<file path="config.mk">
export PLATFORM = sky130hd
export DESIGN_NAME = core_mux_static
export DESIGN_NICKNAME = d
export VERILOG_FILES = /design/src/verilog/tcdm_pkg.sv /design/src/verilog/core_mux_static.sv
export SDC_FILE = /design/constraint.sdc
export NUM_CORES = 1
export LEC_CHECK = 0
export CAP_MARGIN = 20
export CORE_AREA = 2 2 103 105
export DETAILED_ROUTE_END_ITERATION = 16
export DIE_AREA = 0 0 105 107
export DONT_BUFFER_PORTS = 1
export GPL_TIMING_DRIVEN = 0
export SYNTH_ARGS = -nofsm -noshare
export SYNTH_HDL_FRONTEND = slang
export SYNTH_SLANG_ARGS = --single-unit
</file>
<file path="constraint.sdc">
create_clock -name vclk -period 1.6
set_clock_uncertainty 0.1 [all_clocks]
set_input_delay 0.16 -clock vclk [all_inputs]
set_output_delay 0.16 -clock vclk [all_outputs]
set_load 0.05 [all_outputs]
</file>
<file path="src/verilog/tcdm_pkg.sv">
// Shared widths, types and engine states for the TCDM slice.
// A single bank of BANK_WORDS words is assumed. Address bits above the
// bank index are ignored by the bank, so addresses alias.

package tcdm_pkg;

  // data word and byte addressing.
  localparam int unsigned DATA_W     = 32;
  localparam int unsigned ADDR_W     = 16;
  localparam int unsigned BE_W       = DATA_W / 8;

  // bank geometry; the index starts above the byte offset.
  localparam int unsigned BANK_WORDS = 256;
  localparam int unsigned IDX_W      = $clog2(BANK_WORDS);
  localparam int unsigned IDX_LSB    = $clog2(BE_W);

  // stream engine word count.
  localparam int unsigned LEN_W      = 8;

  typedef logic [DATA_W-1:0] data_t;
  typedef logic [ADDR_W-1:0] addr_t;
  typedef logic [BE_W-1:0]   be_t;
  typedef logic [IDX_W-1:0]  idx_t;
  typedef logic [LEN_W-1:0]  len_t;

  // stream engine FSM.
  // issue sends reads, drain waits for the last response,
  // done is a single cycle that pulses done_o.
  typedef enum logic [1:0] {
    IDLE  = 2'd0,
    ISSUE = 2'd1,
    DRAIN = 2'd2,
    DONE  = 2'd3
  } sum_state_e;

endpackage

</file>
<file path="src/verilog/core_mux_static.sv">
// Static two-way TCDM multiplexer, purely combinational.
// Both initiators must be used strictly in alternation: sel_i is a level,
// there is no arbitration, and responses follow sel_i in the response cycle.
`timescale 1ns/1ps

module core_mux_static import tcdm_pkg::*; (
  input  logic  sel_i,

  // port 0, the host.
  input  logic  in0_req_i,
  input  addr_t in0_add_i,
  input  logic  in0_wen_i,
  input  data_t in0_data_i,
  input  be_t   in0_be_i,
  output logic  in0_gnt_o,
  output logic  in0_r_valid_o,
  output data_t in0_r_data_o,

  // port 1, the stream engine.
  input  logic  in1_req_i,
  input  addr_t in1_add_i,
  input  logic  in1_wen_i,
  input  data_t in1_data_i,
  input  be_t   in1_be_i,
  output logic  in1_gnt_o,
  output logic  in1_r_valid_o,
  output data_t in1_r_data_o,

  // bank side.
  output logic  out_req_o,
  output addr_t out_add_o,
  output logic  out_wen_o,
  output data_t out_data_o,
  output be_t   out_be_o,
  input  logic  out_gnt_i,
  input  logic  out_r_valid_i,
  input  data_t out_r_data_i
);

  // request fields come from the selected port only.
  assign out_req_o  = sel_i ? in1_req_i  : in0_req_i;
  assign out_add_o  = sel_i ? in1_add_i  : in0_add_i;
  assign out_wen_o  = sel_i ? in1_wen_i  : in0_wen_i;
  assign out_data_o = sel_i ? in1_data_i : in0_data_i;
  assign out_be_o   = sel_i ? in1_be_i   : in0_be_i;

  // the unselected port sees grant held low.
  // this is the only back-pressure an initiator gets.
  assign in0_gnt_o = ~sel_i & out_gnt_i;
  assign in1_gnt_o =  sel_i & out_gnt_i;

  // response-valid is steered by sel_i in the cycle it returns,
  // not by the select of the request cycle.
  assign in0_r_valid_o = ~sel_i & out_r_valid_i;
  assign in1_r_valid_o =  sel_i & out_r_valid_i;

  // read data goes to both ports, qualified by r_valid.
  assign in0_r_data_o = out_r_data_i;
  assign in1_r_data_o = out_r_data_i;

endmodule

</file>
==> results.sh <==
export IMPL_track_usage_pct=5.086
export IMPL_power_frac_comb_pct=100.0
export IMPL_antenna_found_initial=0
export IMPL_cp_startpoint="sel_i"
export IMPL_viasPerCell=3.379
export IMPL_hold_viol_final=0
export IMPL_seqPwrFrac_pct=0
export IMPL_core_um2=10090
export IMPL_boundaryPins=265
export IMPL_status="finished clean"
export IMPL_overflow=0
export IMPL_max_slew_margin_pct=38.09
export IMPL_rsz0062_at_grt="no"
export IMPL_pwr_share_clk_pct=0
export IMPL_slew_violations=0
export IMPL_synthesis_nets=271
export IMPL_dpl_cell_count=264
export IMPL_peakVddDrop_mv=0.1754
export IMPL_min_delay_start="out_r_data_i[10]"
export IMPL_area_growth_pct=14.18
export IMPL_cp_top_family="simple AND/OR/NAND/NOR gates"
export IMPL_final_setup_viol_count=0
export IMPL_antennaDiodeCount=0
export IMPL_yosys_warnings=0
export IMPL_register_area_um2=0
export IMPL_wirelength_mm=3.904
export IMPL_die_area_um2=11240
export IMPL_whs_ps=387.9
export IMPL_leakagePower_nw=0.6024
export IMPL_rows=37
export IMPL_layout_min_cycle_time_ps=1418
export IMPL_nFlopsAndLatches=0
export IMPL_fmax_ghz=0.7051
export IMPL_power_density_nw_per_um2=763.2
export IMPL_min_path_type="in2out"
export IMPL_layout_common_cells="64 x buf_4, 38 x mux2_2, 10 x mux2_4, 6 x mux2_1"
export IMPL_gp_congestion=0.9751
export IMPL_worst_pin_slew_ps=926.8
export IMPL_grt_max_degree=11
export IMPL_fillers=1169
export IMPL_path_buf_inv=2
export IMPL_cts_resized=0
export IMPL_worstSetupStartpointType="primary input"
export IMPL_fin_ws_ps=181.7
export IMPL_instances_no_fill=264
export IMPL_yosysTopAreaCellShare_pct=40.04
export IMPL_vias=892
export IMPL_pre_cts_ws_ps=167.0
export IMPL_port_buffers=0
export IMPL_worst_path_max_delay_cell="nor2b_1"
export IMPL_drtIter0Drc=18
export IMPL_fin_crit_sh_pct=88.64
export IMPL_syn_instance_count=128
export IMPL_first_global_vias=745
export IMPL_cpMostUsedCell="buf_6"
export IMPL_postRouteAntennaNets=0
export IMPL_nClkBuffers=0
export IMPL_nets=273
export IMPL_yosys_top_cells_area="buf_4 40%, mux2_2 36%, mux2_4 13%"
export IMPL_path_cells="buf_6 > buf_6 > nor2b_1"
export IMPL_layout_drive_gt1_share_pct=92.19
export IMPL_switching_share_pct=77.41
export IMPL_critical_path_class="in2out"
export IMPL_switchingPower_mw=0.8094
export IMPL_cap_violations=0
export IMPL_ctsHoldBuffers=0
export IMPL_fp_dieH_um=107
export IMPL_synth_distinct_cells=8
export IMPL_start_util_pct=11.89
export IMPL_syn_avg_cell_area_um2=9.374
export IMPL_required_ps=1340
export IMPL_die_w_um=105
export IMPL_slowest_delay_ps=720
export IMPL_dpl_hpwl_mm=3.706
export IMPL_synth_area_um2=1200
export IMPL_yosys_area_top_type="buf_4"
export IMPL_cp_end_kind="primary output"
export IMPL_cp_max_fo=10
export IMPL_grt_pass1_wl_mm=4.443
export IMPL_arrival_ps=1160
export IMPL_drt_pass1_iter_count=2
export IMPL_post_cts_buffers=0
export IMPL_synth_seq_area_share_pct=0
export IMPL_final_common_cell="buf_4"
export IMPL_drc_errors=0
export IMPL_internal_power_mw=0.2363
export IMPL_routedWlPerCell_um=14.79
export IMPL_finalSetupTns_ps=0
==> cells in the mapped netlist <==
cell type and number:
buf_2 3, and2_1 2, mux2_1 6, mux2_2 38, mux2_4 10, buf_6 3
buf_4 64, nor2b_1 2
==> per-layer routing <==
| metal | global-route usage, % | part of all wire (%) | wire, um |
|---|---|---|---|
| met2 | 9.647 | 54 | 2100 |
| met5 | 0 | 0 | 0 |
| met3 | 0.6079 | 11 | 413 |
| met4 | 0 | 0 | 0 |
| met1 | 6.523 | 36 | 1390 |
==> through the flow <==
stage	area [um2]	power (mW)	utilization, %
2_1_floorplan	1200	1.013	-
3_3_place_gp	1370	1.053	13.58
3_5_place_dp	1370	1.052	13.58
4_1_cts	1370	1.053	13.58
5_1_grt	1370	1.068	13.58
6_report	1370	1.046	13.58
==> area by class of cell <==
| class | count | area, um2 | share of cell area, % |
|---|---|---|---|
| tap | 136 | 170.2 | 12.42 |
| multi-input combinational | 58 | 670.6 | 48.95 |
| buffer | 70 | 529.3 | 38.63 |
==> final timing paths <==
check | slack [ps] | cells past startpoint | end
min | 390 | 1 | in0_r_data_o[10]
max | 180 | 3 | in0_gnt_o
==> logic make-up (layout without fill, tap and decap cells) <==
| family | Yosys count | count (layout) | synth area share (%) |
|---|---|---|---|
| AND/OR/NAND/NOR | 4 | 4 | 2.085 |
| multiplexers | 54 | 54 | 53.81 |
| buffers and inverters | 70 | 70 | 44.11 |
==> power groups by stage <==
stage | Sequential (mW) | Clock, mW | Combinational, mW
global route | 0 | 0 | 1.07
CTS | 0 | 0 | 1.05
finish | 0 | 0 | 1.05
global placement | 0 | 0 | 1.05
floorplan | 0 | 0 | 1.01
detailed placement | 0 | 0 | 1.05
No activity file was read; power rests on OpenSTA's default activity.
