### src/verilog/tcdm_pkg.sv
// Shared widths, types and engine states for the TCDM slice.
// A single bank of BANK_WORDS words is assumed. Address bits above the
// bank index are ignored by the bank, so addresses alias.

package tcdm_pkg;

  // data word and byte addressing.
  localparam int unsigned DATA_W     = 32;
  localparam int unsigned ADDR_W     = 16;
  localparam int unsigned BE_W       = DATA_W / 8;

  // bank geometry; the index starts above the byte offset.
  localparam int unsigned BANK_WORDS = 256;
  localparam int unsigned IDX_W      = $clog2(BANK_WORDS);
  localparam int unsigned IDX_LSB    = $clog2(BE_W);

  // stream engine word count.
  localparam int unsigned LEN_W      = 8;

  typedef logic [DATA_W-1:0] data_t;
  typedef logic [ADDR_W-1:0] addr_t;
  typedef logic [BE_W-1:0]   be_t;
  typedef logic [IDX_W-1:0]  idx_t;
  typedef logic [LEN_W-1:0]  len_t;

  // stream engine FSM.
  // issue sends reads, drain waits for the last response,
  // done is a single cycle that pulses done_o.
  typedef enum logic [1:0] {
    IDLE  = 2'd0,
    ISSUE = 2'd1,
    DRAIN = 2'd2,
    DONE  = 2'd3
  } sum_state_e;

endpackage

### src/verilog/stream_sum.sv
// Streaming sum engine: reads len_i words from base_i and adds them.
// The base is forced to word alignment. Responses are counted only while
// busy, so the select must hold through the cycle after every grant.
// sum_o wraps modulo 2^32 and holds from done_o until the next start.
`timescale 1ns/1ps

module stream_sum import tcdm_pkg::*; (
  input  logic  clk_i,
  input  logic  reset_i,
  input  logic  start_i,
  input  addr_t base_i,
  input  len_t  len_i,
  output logic  busy_o,
  output logic  done_o,
  output data_t sum_o,

  // TCDM initiator port.
  output logic  req_o,
  output addr_t add_o,
  output logic  wen_o,
  output data_t data_o,
  output be_t   be_o,
  input  logic  gnt_i,
  input  logic  r_valid_i,
  input  data_t r_data_i
);

  sum_state_e state_q;
  sum_state_e state_d;
  addr_t      addr_q;
  len_t       len_q;
  len_t       issue_cnt_q;
  len_t       resp_cnt_q;
  len_t       resp_cnt_d;
  data_t      sum_q;
  logic       issue_acc;
  logic       resp_acc;
  logic       last_issue;

  // a request is taken on each grant while issuing.
  assign issue_acc  = req_o & gnt_i;
  assign last_issue = issue_acc && ((issue_cnt_q + len_t'(1)) == len_q);

  // responses count only while a stream is in flight.
  assign resp_acc   = r_valid_i && ((state_q == ISSUE) || (state_q == DRAIN));
  assign resp_cnt_d = resp_acc ? (resp_cnt_q + len_t'(1)) : resp_cnt_q;

  // next state.
  always_comb begin
    state_d = state_q;
    case (state_q)
      IDLE: begin
        // a zero-length stream finishes at once.
        if (start_i) begin
          state_d = (len_i == '0) ? DONE : ISSUE;
        end
      end
      ISSUE: begin
        if (last_issue) begin
          state_d = DRAIN;
        end
      end
      DRAIN: begin
        if (resp_cnt_d == len_q) begin
          state_d = DONE;
        end
      end
      DONE: begin
        state_d = IDLE;
      end
      default: begin
        state_d = IDLE;
      end
    endcase
  end

  always_ff @(posedge clk_i) begin
    if (reset_i) begin
      state_q     <= IDLE;
      addr_q      <= '0;
      len_q       <= '0;
      issue_cnt_q <= '0;
      resp_cnt_q  <= '0;
      sum_q       <= '0;
    end else begin
      state_q <= state_d;
      // start is ignored unless idle.
      if ((state_q == IDLE) && start_i) begin
        addr_q      <= {base_i[ADDR_W-1:IDX_LSB], {IDX_LSB{1'b0}}};
        len_q       <= len_i;
        issue_cnt_q <= '0;
        resp_cnt_q  <= '0;
        sum_q       <= '0;
      end else begin
        // address moves only on a grant, so a stall holds it.
        if (issue_acc) begin
          addr_q      <= addr_q + addr_t'(BE_W);
          issue_cnt_q <= issue_cnt_q + len_t'(1);
        end
        if (resp_acc) begin
          sum_q <= sum_q + r_data_i;
        end
        resp_cnt_q <= resp_cnt_d;
      end
    end
  end

  // full-word reads only.
  assign req_o  = (state_q == ISSUE);
  assign add_o  = addr_q;
  assign wen_o  = 1'b1;
  assign data_o = '0;
  assign be_o   = '1;

  assign busy_o = (state_q != IDLE);
  assign done_o = (state_q == DONE);
  assign sum_o  = sum_q;

  // the engine stays off the bus between streams.
  a_no_req_idle: assert property (
    @(posedge clk_i) disable iff (reset_i)
    (state_q == IDLE) |=> (!req_o || $past(start_i))
  );

  // no response arrives beyond the words requested.
  a_resp_bounded: assert property (
    @(posedge clk_i) disable iff (reset_i)
    busy_o |-> (resp_cnt_q <= issue_cnt_q) && (resp_cnt_q <= len_q)
  );

endmodule

### config.mk
export PLATFORM = sky130hd
export DESIGN_NAME = stream_sum
export DESIGN_NICKNAME = d
export VERILOG_FILES = /design/src/verilog/tcdm_pkg.sv /design/src/verilog/stream_sum.sv
export SDC_FILE = /design/constraint.sdc
export NUM_CORES = 1
export LEC_CHECK = 0
export CAP_MARGIN = 10
export CORE_MARGIN = 3
export CORE_UTILIZATION = 55
export CTS_CLUSTER_SIZE = 12
export DETAILED_ROUTE_END_ITERATION = 7
export DONT_BUFFER_PORTS = 1
export PLACE_DENSITY = 0.75
export SETUP_SLACK_MARGIN = 0.1
export SLEW_MARGIN = 40
export SYNTH_ARGS = -nofsm -noshare
export SYNTH_HDL_FRONTEND = slang
export SYNTH_SLANG_ARGS = --single-unit
### constraint.sdc
create_clock -name clk_i -period 4 [get_ports clk_i]
set_clock_uncertainty 0.05 [all_clocks]
set_input_delay 0.8 -clock clk_i [delete_from_list [all_inputs] [get_ports clk_i]]
set_output_delay 0.8 -clock clk_i [all_outputs]
set_load 0.01 [all_outputs]
==> impl_metrics.tcl <==
set metrics [dict create \
    async_flop_share_pct 0 \
    critical_path.endpoint_type "flip-flop" \
    synth_edf_count 0 \
    synth_seq_area_share_pct 26.79 \
    crit_slowest_cell "a211oi_1" \
    tns_ns 0 \
    finalCritPeriodShare_pct 75.58 \
    yosysTopAreaCell "dfxtp_1" \
    die_w_um 104.9 \
    firstDrtPassIters 5 \
    dieHeight_um 104.9 \
    met3_length_um 942 \
    rows 35 \
    hp-class "reg2reg" \
    initialDrtViolationCount 301 \
    grt_pass1_wl_um 20860 \
    fin_area_sq_um 5517 \
    via_count 4826 \
    ys_top_cells_by_area "dfxtp_1 27%, ha_1 9.1%, nand2_1 6.3%" \
    cts_buffers 9 \
    wl_met1_um 5705 \
    areaGrowthSynthToFinish_pct 2.535 \
    start_util_pct 57.41 \
    clk_pin_slew_worst_paths_ns 0.09 \
    gpl.final_weighted_congestion 0.9668 \
    wire_per_inst_um 15.45 \
    hold_buffers 0 \
    hold_viol_final 0 \
    vias_per_cell 5.907 \
    drv_slew 0 \
    p_leak_nw 2.345 \
    synth-xor-area-share_pct 9.767 \
    crit_path_max_incr_delay_ns 0.42 \
    ioPinCount 149 \
    synthAdderAreaFrac_pct 9.442 \
    track_usage_pct 22.21 \
    drive_above_1_share_pct 4.942 \
    routed_wl_um 12630 \
    cts-resized-gates 0 \
    final_cell_mix "91 x nand2_1, 72 x dfxtp_1, 60 x a21oi_1, 60 x nor2_1" \
    status "finished clean" \
    synth_flop_cell "dfxtp_1" \
    worstPathArrival_ns 3.21 \
    cp_top_family "compound AO/OA/AOI/OAI gates" \
    required_ns 4.19 \
    clockBufferDepth 2 \
    synth-warning-count 0 \
    crit_chain "ha_1 > fa_1 > a21o_1 > a221oi_2 > nor3_1 > a211oi_1 > o21ai_1 > a31oi_1 > xor2_1 > o21ai_1" \
    grt_setup_unrepaired "no" \
    max-slew-margin-rel_pct 57.84 \
    grt-ovfl-total 0 \
    antenna-diode-count 0 \
    netlist_instances 700 \
    finalSetupViolCount 0 \
    max_cap_viol_count 0 \
    synth_compound_area_share_pct 20.86 \
    synth_cell_types 61 \
    core_area_sq_um 9371 \
    cts.sinks 72 \
    die-area_sq_um 11010 \
    post-cts-setup-buffers 0 \
    synth_top_family_by_area "simple AND/OR/NAND/NOR gates" \
    drtAntennaViolNets 0 \
    cp_num_buf_inv 0 \
    io_buffer_count 0 \
    cts_max_level 3 \
    antenna_found_initial 0 \
    startpoint_type "input port" \
    synthMuxAreaShare_pct 1.116 \
    hpwlAfterDp_um 9449 \
    syn_avg_cell_area_sq_um 7.686 \
    syn_area_sq_um 5380 \
    maxUsedRoutingLayer "met4" \
    final_common_cell "nand2_1" \
    min_period_ns 3.023 \
    tritoncts "yes" \
    placed_area_sq_um 5311 \
    crit_path_max_fanout 4 \
    grt_max_degree 38 \
    synth_seq_cells 72 \
    powerDensity_nw_per_um2 507.9 \
    wl_met2_um 5732 \
    yosysTopAreaCellShare_pct 26.79 \
    route.detailed.drc 0 \
    layout.nets 784 \
    max_clock_freq_ghz 0.3308 \
    worst_slew_pin_slew_ns 0.6309 \
    crit_top_cell "o21ai_1" \
    peakVddDrop_uv 221.3 \
    worstSetupPathType "in2reg" \
    clock-root-buffer "clkbuf_8" \
    grt_pass1_vias 4626 \
    synthSimpleGateAreaFrac_pct 23.28 \
    insertion_delay_ns 0.35 \
]
tightest hold or removal path, cell delays in order (launching register included):
cell     delay (ns)
dfxtp_1        0.34
nand2_1        0.06
a21oi_1        0.06
registers in the layout, summed over array words and instances, names as in the netlist:
signal and cells:
add_o 14, issue_cnt_q 8, len_q 8, resp_cnt_q 8
state_q 2, sum_o 32
cell families (layout without fill, tap and decap cells):
logic type / count (synthesis) / count (layout)
AND/OR/NAND/NOR: 264 / 264
AO/OA/AOI/OAI: 172 / 172
buffers and inverters: 84 / 35
flip-flops: 72 / 72
XOR/XNOR: 60 / 60
adder cells (fa/ha/maj): 40 / 40
multiplexers: 6 / 6
other: 2 / 39
cell type report:
cell class	count	area [sq um]
fill	887	3855
multi-input combinational	581	3615
sequential	72	1441
tap	129	161.4
clock buffer	9	123.9
clock inverter	7	81.33
inverter	13	48.80
timing repair buffer	6	45.04
final timing paths:
check / cells after the start / end / from / slack (ns)
worst max-delay path: 10 / sum_o[18] / r_data_i[0] / 0.98
worst min-delay path: 2 / issue_cnt_q[1] / issue_cnt_q[1] / 0.45
worst max register to register: 10 / sum_o[18] / sum_o[0] / 1.02
worst min register to register: 2 / issue_cnt_q[1] / issue_cnt_q[1] / 0.45
stage by stage:
stage / cells / setup slack [ns] / utilization (%) / hold slack [ns] / power (mW)
floorplan: 737 / 0.9702 / - / 0.4164 / 1.976
global placement: 801 / 0.6847 / 56.68 / 0.4332 / 2.154
detailed placement: 801 / 0.6454 / 56.68 / 0.4413 / 2.190
CTS: 817 / 1.014 / 58.87 / 0.4450 / 2.805
finish: 817 / 0.9766 / 58.87 / 0.4509 / 2.802
global route: 817 / 0.7835 / 58.87 / 0.4368 / 2.996
power breakdown:
group	total, mW	switching (mW)	internal, mW
logic	1.14	0.697	0.441
registers	1.05	0.200	0.847
clock network	0.617	0.317	0.299
total	2.80	1.21	1.59
cells in the mapped netlist, types with 4 or more instances:
| cell type | number |
|---|---|
| ha_1 | 39 |
| inv_1 | 12 |
| clkbuf_1 | 30 |
| a21oi_1 | 60 |
| nand4_1 | 13 |
| buf_4 | 39 |
| o21ai_0 | 25 |
| a211oi_1 | 18 |
| xnor2_1 | 28 |
| dfxtp_1 | 72 |
| a31oi_1 | 9 |
| nor4_1 | 4 |
| o21ai_1 | 7 |
| or3_1 | 5 |
| and3_1 | 12 |
| nor2_1 | 60 |
| nand2_1 | 91 |
| mux2i_1 | 6 |
| xor2_1 | 32 |
| nand3_1 | 34 |
| nor3_1 | 16 |
| o21bai_1 | 4 |
| and2_1 | 4 |
| a21o_1 | 21 |
| nand2b_1 | 4 |
routing by layer:
metal / global-route usage, % / vias to the layer above
met3: 5.374 / 23
met1: 28.10 / 2233
met4: 7.029 / 0
li1: - / 2383
met2: 37.21 / 187
met5: 0 / -
(Power assumes the default switching activity.)
